--- src/ro_cache_pkg.sv ---
// Cache geometry, address and Wishbone port structs, datapath control and status, FSM states
package ro_cache_pkg;

    // ----------------------------------------------------------------------
    // Geometry
    // ----------------------------------------------------------------------
    localparam int num_lines     = 8;
    localparam int associativity = 2;
    localparam int line_width    = 128;
    localparam int adr_width     = 12;
    localparam int index_width   = $clog2(num_lines);
    localparam int tag_width     = adr_width - index_width;
    localparam int way_width     = $clog2(associativity);

    typedef logic [line_width-1:0] line_t;

    // Line address as seen by the cache, tag in the upper bits
    typedef struct packed {
        logic [tag_width-1:0]   tag;
        logic [index_width-1:0] index;
    } cache_addr_t;

    // ----------------------------------------------------------------------
    // Wishbone classic, read only
    // ----------------------------------------------------------------------
    typedef struct packed {
        logic                 cyc;
        logic                 stb;
        logic [adr_width-1:0] adr;
    } wb_req_t;

    typedef struct packed {
        logic  ack;
        line_t dat;
    } wb_rsp_t;

    // ----------------------------------------------------------------------
    // Controller and datapath
    // ----------------------------------------------------------------------
    typedef struct packed {
        logic [way_width-1:0] way_sel;
        logic                 load;
        logic                 load_lru;
        logic                 dat_x;
    } dp_ctrl_t;

    typedef struct packed {
        logic [associativity-1:0] hit;
        logic [way_width-1:0]     lru;
    } dp_status_t;

    typedef enum logic [2:0] {
        idle,
        check,
        fetch,
        fill,
        respond
    } ctrl_state_t;

endpackage : ro_cache_pkg

--- src/cache_way.sv ---
// One cache way: valid bits, tag and data arrays, tag compare and hit
`timescale 1ns/1ns

module cache_way
    import ro_cache_pkg::*;
(
    input  logic                   clk,
    input  logic                   arst_n,
    input  logic                   load,
    input  logic [index_width-1:0] index_in,
    input  logic [tag_width-1:0]   tag_in,
    input  line_t                  data_in,
    output line_t                  data_out,
    output logic                   hit_out
);

    logic [num_lines-1:0] valid_q;
    logic [tag_width-1:0] tag_mem [num_lines];
    line_t                data_mem [num_lines];

    logic                 valid_at_index;
    logic [tag_width-1:0] tag_at_index;

    // ----------------------------------------------------------------------
    // Storage
    // ----------------------------------------------------------------------

    // Only the valid bits are cleared, so every set starts empty
    always_ff @(posedge clk or negedge arst_n) begin
        if (!arst_n) begin
            valid_q <= '0;
        end else if (load) begin
            valid_q[index_in] <= 1'b1;
        end
    end

    always_ff @(posedge clk) begin
        if (load) begin
            tag_mem[index_in]  <= tag_in;
            data_mem[index_in] <= data_in;
        end
    end

    // ----------------------------------------------------------------------
    // Lookup
    // ----------------------------------------------------------------------
    assign valid_at_index = valid_q[index_in];
    assign tag_at_index   = tag_mem[index_in];

    assign hit_out  = valid_at_index && (tag_at_index == tag_in);
    assign data_out = data_mem[index_in];

    // A fill only happens after a miss, so it never rewrites a line that is present
    a_no_refill: assert property (
        @(posedge clk) disable iff (!arst_n)
        load |-> !(valid_at_index && (tag_at_index == tag_in))
    ) else $error("way load targets a line that is already valid with the same tag");

endmodule : cache_way

--- src/cache_lru.sv ---
// Per-set LRU bit, set to the way not used by the most recent access
`timescale 1ns/1ns

module cache_lru
    import ro_cache_pkg::*;
(
    input  logic                   clk,
    input  logic                   arst_n,
    input  logic [way_width-1:0]   mru_in,
    input  logic [index_width-1:0] index_in,
    input  logic                   load_in,
    output logic [way_width-1:0]   lru_out
);

    // One entry per set
    logic [num_lines-1:0][way_width-1:0] lru_q;

    // ----------------------------------------------------------------------
    // Update
    // ----------------------------------------------------------------------

    // With two ways the least recently used one is simply the other way
    always_ff @(posedge clk or negedge arst_n) begin
        if (!arst_n) begin
            lru_q <= '0;
        end else if (load_in) begin
            lru_q[index_in] <= ~mru_in;
        end
    end

    // Read port follows the current index
    assign lru_out = lru_q[index_in];

endmodule : cache_lru

--- src/readonly_cache_datapath.sv ---
// Cache datapath: address split, way load steering, read data mux and memory address
`timescale 1ns/1ns

module readonly_cache_datapath
    import ro_cache_pkg::*;
(
    input  logic                 clk,
    input  logic                 arst_n,
    input  dp_ctrl_t             dp_ctrl,
    input  cache_addr_t          cpu_adr,
    input  line_t                mem_dat,
    output dp_status_t           dp_status,
    output line_t                cpu_dat,
    output logic [adr_width-1:0] mem_adr
);

    logic [tag_width-1:0]     tag;
    logic [index_width-1:0]   index;
    logic [associativity-1:0] way_load;
    logic [associativity-1:0] way_hit;
    line_t                    way_dat [associativity];
    line_t                    sel_dat;
    logic [way_width-1:0]     lru;

    // ----------------------------------------------------------------------
    // Address split
    // ----------------------------------------------------------------------
    assign tag   = cpu_adr.tag;
    assign index = cpu_adr.index;

    // ----------------------------------------------------------------------
    // Ways
    // ----------------------------------------------------------------------
    for (genvar w = 0; w < associativity; w++) begin : g_way
        // Only the selected way sees the load pulse
        assign way_load[w] = dp_ctrl.load && (dp_ctrl.way_sel == w);

        cache_way u_way (
            .clk      (clk),
            .arst_n   (arst_n),
            .load     (way_load[w]),
            .index_in (index),
            .tag_in   (tag),
            .data_in  (mem_dat),
            .data_out (way_dat[w]),
            .hit_out  (way_hit[w])
        );
    end

    cache_lru u_lru (
        .clk      (clk),
        .arst_n   (arst_n),
        .mru_in   (dp_ctrl.way_sel),
        .index_in (index),
        .load_in  (dp_ctrl.load_lru),
        .lru_out  (lru)
    );

    // ----------------------------------------------------------------------
    // Outputs
    // ----------------------------------------------------------------------
    assign dp_status.hit = way_hit;
    assign dp_status.lru = lru;

    assign sel_dat = way_dat[dp_ctrl.way_sel];

    // Read data is don't-care outside the ack cycle
    assign cpu_dat = dp_ctrl.dat_x ? 'x : sel_dat;

    // Line requests go to memory unchanged
    assign mem_adr = cpu_adr;

    // Fills always go to one way only, so a tag never sits in both ways of a set
    a_no_dup_line: assert property (
        @(posedge clk) disable iff (!arst_n)
        !(&dp_status.hit)
    ) else $error("same line present in every way of set %0d", index);

endmodule : readonly_cache_datapath

--- src/readonly_cache_control.sv ---
// Cache controller FSM: hit check, line fetch and fill, both Wishbone handshakes
`timescale 1ns/1ns

module readonly_cache_control
    import ro_cache_pkg::*;
(
    input  logic       clk,
    input  logic       arst_n,
    input  logic       cpu_cyc,
    input  logic       cpu_stb,
    output logic       cpu_ack,
    output logic       mem_cyc,
    output logic       mem_stb,
    input  logic       mem_ack,
    input  dp_status_t dp_status,
    output dp_ctrl_t   dp_ctrl
);

    ctrl_state_t state_q;
    ctrl_state_t state_d;

    logic                 any_hit;
    logic [way_width-1:0] hit_way;

    // Turn the one-hot hit vector into a way number
    function automatic logic [way_width-1:0] encode_hit(input logic [associativity-1:0] hit);
        logic [way_width-1:0] way;
        way = '0;
        for (int w = 0; w < associativity; w++) begin
            if (hit[w]) begin
                way = w[way_width-1:0];
            end
        end
        return way;
    endfunction

    assign any_hit = |dp_status.hit;
    assign hit_way = encode_hit(dp_status.hit);

    // ----------------------------------------------------------------------
    // State register
    // ----------------------------------------------------------------------
    always_ff @(posedge clk or negedge arst_n) begin
        if (!arst_n) begin
            state_q <= idle;
        end else begin
            state_q <= state_d;
        end
    end

    // ----------------------------------------------------------------------
    // Next state and outputs
    // ----------------------------------------------------------------------
    always_comb begin
        state_d          = state_q;
        cpu_ack          = 1'b0;
        mem_cyc          = 1'b0;
        mem_stb          = 1'b0;
        dp_ctrl.way_sel  = dp_status.lru;
        dp_ctrl.load     = 1'b0;
        dp_ctrl.load_lru = 1'b0;

        case (state_q)
            idle: begin
                if (cpu_cyc && cpu_stb) begin
                    state_d = check;
                end
            end
            check: begin
                if (any_hit) begin
                    // Answer and mark the hit way as most recently used
                    cpu_ack          = 1'b1;
                    dp_ctrl.way_sel  = hit_way;
                    dp_ctrl.load_lru = 1'b1;
                    state_d          = idle;
                end else begin
                    state_d = fetch;
                end
            end
            fetch: begin
                // Held for as long as memory stalls
                mem_cyc = 1'b1;
                mem_stb = 1'b1;
                if (mem_ack) begin
                    state_d = fill;
                end
            end
            fill: begin
                // Victim is the LRU way of the set
                dp_ctrl.load = 1'b1;
                state_d      = respond;
            end
            respond: begin
                state_d = check;
            end
            default: begin
                state_d = idle;
            end
        endcase

        dp_ctrl.dat_x = !cpu_ack;
    end

    a_ack_needs_stb: assert property (
        @(posedge clk) disable iff (!arst_n)
        cpu_ack |-> cpu_stb
    ) else $error("cpu ack given without a strobe");

    a_mem_stb_held: assert property (
        @(posedge clk) disable iff (!arst_n)
        (mem_stb && !mem_ack) |=> mem_stb
    ) else $error("mem strobe dropped before ack");

endmodule : readonly_cache_control

--- src/readonly_cache.sv ---
// Read-only line cache top level: controller and datapath between two Wishbone ports
`timescale 1ns/1ns

module readonly_cache
    import ro_cache_pkg::*;
(
    input  logic    clk,
    input  logic    arst_n,
    input  wb_req_t cpu_req,
    output wb_rsp_t cpu_rsp,
    output wb_req_t mem_req,
    input  wb_rsp_t mem_rsp
);

    dp_ctrl_t   dp_ctrl;
    dp_status_t dp_status;

    readonly_cache_control u_control (
        .clk       (clk),
        .arst_n    (arst_n),
        .cpu_cyc   (cpu_req.cyc),
        .cpu_stb   (cpu_req.stb),
        .cpu_ack   (cpu_rsp.ack),
        .mem_cyc   (mem_req.cyc),
        .mem_stb   (mem_req.stb),
        .mem_ack   (mem_rsp.ack),
        .dp_status (dp_status),
        .dp_ctrl   (dp_ctrl)
    );

    readonly_cache_datapath u_datapath (
        .clk       (clk),
        .arst_n    (arst_n),
        .dp_ctrl   (dp_ctrl),
        .cpu_adr   (cpu_req.adr),
        .mem_dat   (mem_rsp.dat),
        .dp_status (dp_status),
        .cpu_dat   (cpu_rsp.dat),
        .mem_adr   (mem_req.adr)
    );

endmodule : readonly_cache

--- config.mk ---
export PLATFORM = sky130hd
export DESIGN_NAME = readonly_cache
export DESIGN_NICKNAME = d
export VERILOG_FILES = /design/src/ro_cache_pkg.sv /design/src/cache_way.sv /design/src/cache_lru.sv /design/src/readonly_cache_datapath.sv /design/src/readonly_cache_control.sv /design/src/readonly_cache.sv
export SDC_FILE = /design/constraint.sdc
export NUM_CORES = 2
export LEC_CHECK = 0
export ABC_CLOCK_PERIOD_IN_PS = 14200
export BUFFER_PORTS_ARGS = -buffer_cell sky130_fd_sc_hd__buf_2
export CAP_MARGIN = 5
export CORE_MARGIN = 1.5
export CORE_UTILIZATION = 65
export DETAILED_ROUTE_END_ITERATION = 12
export PLACE_DENSITY = 0.83
export SYNTH_ARGS = -nofsm -noshare
export SYNTH_HDL_FRONTEND = slang
export SYNTH_SLANG_ARGS = --single-unit
--- constraint.sdc ---
create_clock -name clk -period 14.2 [get_ports clk]
set_input_delay 0.71 -clock clk [delete_from_list [all_inputs] [get_ports clk]]
set_output_delay 0.71 -clock clk [all_outputs]
set_load 0.01 [all_outputs]
==> impl_metrics.json <==
{
  "post_cts_buffers": 0,
  "r2r_start": "u_datapath.u_lru.lru_q[0]",
  "reg2reg_slack_ns": 9.18,
  "drive_above_1_share_pct": 14.08,
  "ctsHoldBuffers": 1,
  "yosysTopAreaCell": "edfxtp_1",
  "syn_inst": 4617,
  "avgSynthCellArea_um2": 17.92,
  "route.detailed.drc": 0,
  "arrival_ns": 6.21,
  "syn_area_um2": 82730,
  "r2r_end": "u_datapath.g_way[1].u_way.data_mem[6][14]",
  "gr-total-overflow": 0,
  "gpl.final_weighted_congestion": 0.8145,
  "initial_core_util_pct": 65.71,
  "synthesis.nets": 4762,
  "ys_types": 52,
  "required_ns": 13.49,
  "hold_viol": 0,
  "firstDrtPassIters": 7,
  "cts_resized": 0,
  "setup_ws_ns": 7.277,
  "fin_nets": 4956,
  "synth_top_area_share_pct": 79.57,
  "die_w_um": 359.8,
  "cts_max_path_buffers": 3,
  "p_leak_nw": 28.41,
  "ant_nets": 0,
  "holdCritPathClass": "in2reg",
  "maxSlewHeadroom_pct": 11.10,
  "routed_wl_um": 222100,
  "clock_skew_ns": 0.03310,
  "power_mw": 13.34,
  "path_clk_slew_ns": 0.06,
  "rsz0062_at_grt": "no",
  "finalCriticalPeriod_ns": 6.923,
  "maxCapViolCount": 0,
  "htreeDepth": 4,
  "worstSetupPathType": "in2out",
  "outcome": "complete, no violations",
  "multi_input_area_um2": 14760,
  "fin_tns_setup_ns": 0,
  "slew_viol_final": 0,
  "cts_buffers": 198,
  "die_area_um2": 129400,
  "dpl.hpwl_um": 107100,
  "power_density_nw_per_um2": 145.5,
  "num_rows": 130,
  "synth-seq-area-share_pct": 80.38,
  "area.growth.synth_to_final_pct": 10.85,
  "clock_latency_ns": 0.84,
  "r2r_cells": 7,
  "crit_fanout": 68,
  "cts.sinks": 2219,
  "ys.flop_type": "edfxtp_1",
  "worstHoldEndpoint": "u_control.state_q[0]",
  "setup_viol": 0,
  "first_iter_violations": 9012,
  "cts_tree": "yes",
  "min-delay-start": "mem_rsp[128]",
  "max_clock_freq_mhz": 144.5,
  "yosysMostFrequentCell": "edfxtp_1",
  "viasPerCell": 7.521,
  "ios": 288,
  "synth_common_cells": "edfxtp_1 (2192), a22oi_1 (774), clkbuf_1 (260)",
  "coreArea_um2": 125900,
  "track_usage_pct": 33.87,
  "pre_cts_ws_ns": 7.314,
  "synth_edf_count": 2192,
  "port_buffers": 287,
  "critical_path.endpoint_type": "output port",
  "synth_seq_cells": 2219,
  "min_path_cells": 3,
  "tightest_slew_ns": 1.333,
  "n_fill_cell": 6804,
  "seq_area_um2": 66500,
  "antenna_found_initial": 47,
  "grt_pass1_wl_um": 321400,
  "start_kind": "input pin",
  "peakVddDrop_mv": 0.1390,
  "cts_root_buf": "clkbuf_16",
  "timing.final.crit_share_pct": 48.75,
  "grt_pass1_vias": 49240,
  "dr_total_vias": 49990,
  "ys_warn_count": 0,
  "post_drt_wl_per_cell_um": 33.41,
  "yosys-top-cells-area": "edfxtp_1 (80%), a22oi_1 (7.0%), a211oi_1 (2.3%), a22o_1 (1.4%), a221oi_1 (1.4%)",
  "die_h_um": 359.8,
  "grt_max_degree": 151,
  "async_flop_share_pct": 1.217
}
-- flip-flops by register name (all words and copies together), names as in the netlist --
| name | cells |
|---|---|
| u_control.state_q | 3 |
| u_datapath.g_way.u_way.data_mem | 2048 |
| u_datapath.g_way.u_way.tag_mem | 144 |
| u_datapath.g_way.u_way.valid_q | 16 |
| u_datapath.u_lru.lru_q | 8 |
-- power by group --
group	internal, mW	switching, mW	total [mW]
Sequential	7.31	0.0329	7.34
Clock	2.82	2.29	5.11
Combinational	0.250	0.639	0.890
-- cells by family (layout without fill, tap and decap cells) --
logic type / after synthesis / after routing / synth area share, %
compound gates: 1470 / 1470 / 13.28
xor+xnor: 12 / 12 / 0.1270
buf+inv: 378 / 731 / 2.015
flops: 2219 / 2219 / 80.38
mux: 62 / 62 / 1.053
other cells: 0 / 26 / 0
simple gates: 476 / 476 / 3.138
-- worst max-delay path by stage --
| stage | startpoint | end | slack, ns | depth (start not counted) |
|---|---|---|---|---|
| finish | cpu_req[0] | cpu_rsp[112] | 7.28 | 12 |
| global placement | cpu_req[0] | cpu_rsp[113] | 7.41 | 11 |
| CTS | cpu_req[0] | cpu_rsp[101] | 7.30 | 11 |
| detailed placement | cpu_req[0] | cpu_rsp[101] | 7.31 | 11 |
| floorplan | cpu_req[0] | u_datapath.g_way[0].u_way.valid_q[0] | 5.39 | 11 |
| global route | cpu_req[0] | cpu_rsp[101] | 7.14 | 11 |
-- placed cells by master, fill, tap and decap left out, drive strengths merged, types with 74 or more instances in the layout --
cell type and instances:
a211oi 257, a21oi 142, a221oi 129, a22o 134, a22oi 774, buf 368
clkbuf 266, clkinv 74, edfxtp 2192, nand3 130, nand4 130, nor3 132
-- per-stage QoR --
stage | instance area [um2] | hold slack [ns] | cells | utilization, %
2_1_floorplan | 82730 | 0.4144 | 4617 | -
3_3_place_gp | 85540 | 0.4420 | 6260 | 67.94
3_5_place_dp | 85540 | 0.4475 | 6260 | 67.94
4_1_cts | 91630 | 0.1147 | 6620 | 72.79
5_1_grt | 91690 | 0.1457 | 6642 | 72.83
6_report | 91700 | 0.1557 | 6646 | 72.84
-- routing by layer --
metal / vias to the layer above / global-route usage [%] / part of all wire (%) / wire length (um)
met3: 712 / 7.581 / 13 / 29450
met1: 24540 / 44.74 / 34 / 75120
met5: - / 0 / 0.12 / 273
met4: 42 / 19.35 / 5.3 / 11720
met2: 4755 / 52.74 / 48 / 105500
li1: 19940 / - / - / -
-- area by class of cell --
class | count | share of cell area, %
diodes | 26 | 0.07095
clock buffers | 266 | 5.795
clock inverters | 93 | 0.8419
inverters | 3 | 0.01228
multi-input cells | 2020 | 16.09
flip-flops and latches | 2219 | 72.52
well taps | 1650 | 2.251
repair buffers | 369 | 2.418
-- worst max-delay path: stages --
cell	delay, ns
buf_2	0.07
buf_4	0.64
inv_2	0.24
nor3_2	0.37
buf_4	0.71
buf_4	0.84
buf_4	0.91
a22oi_1	0.26
nand4_1	0.22
a211oi_1	0.08
a211oi_1	0.62
buf_2	0.25
Note: power is estimated with default switching activity, not from simulation.
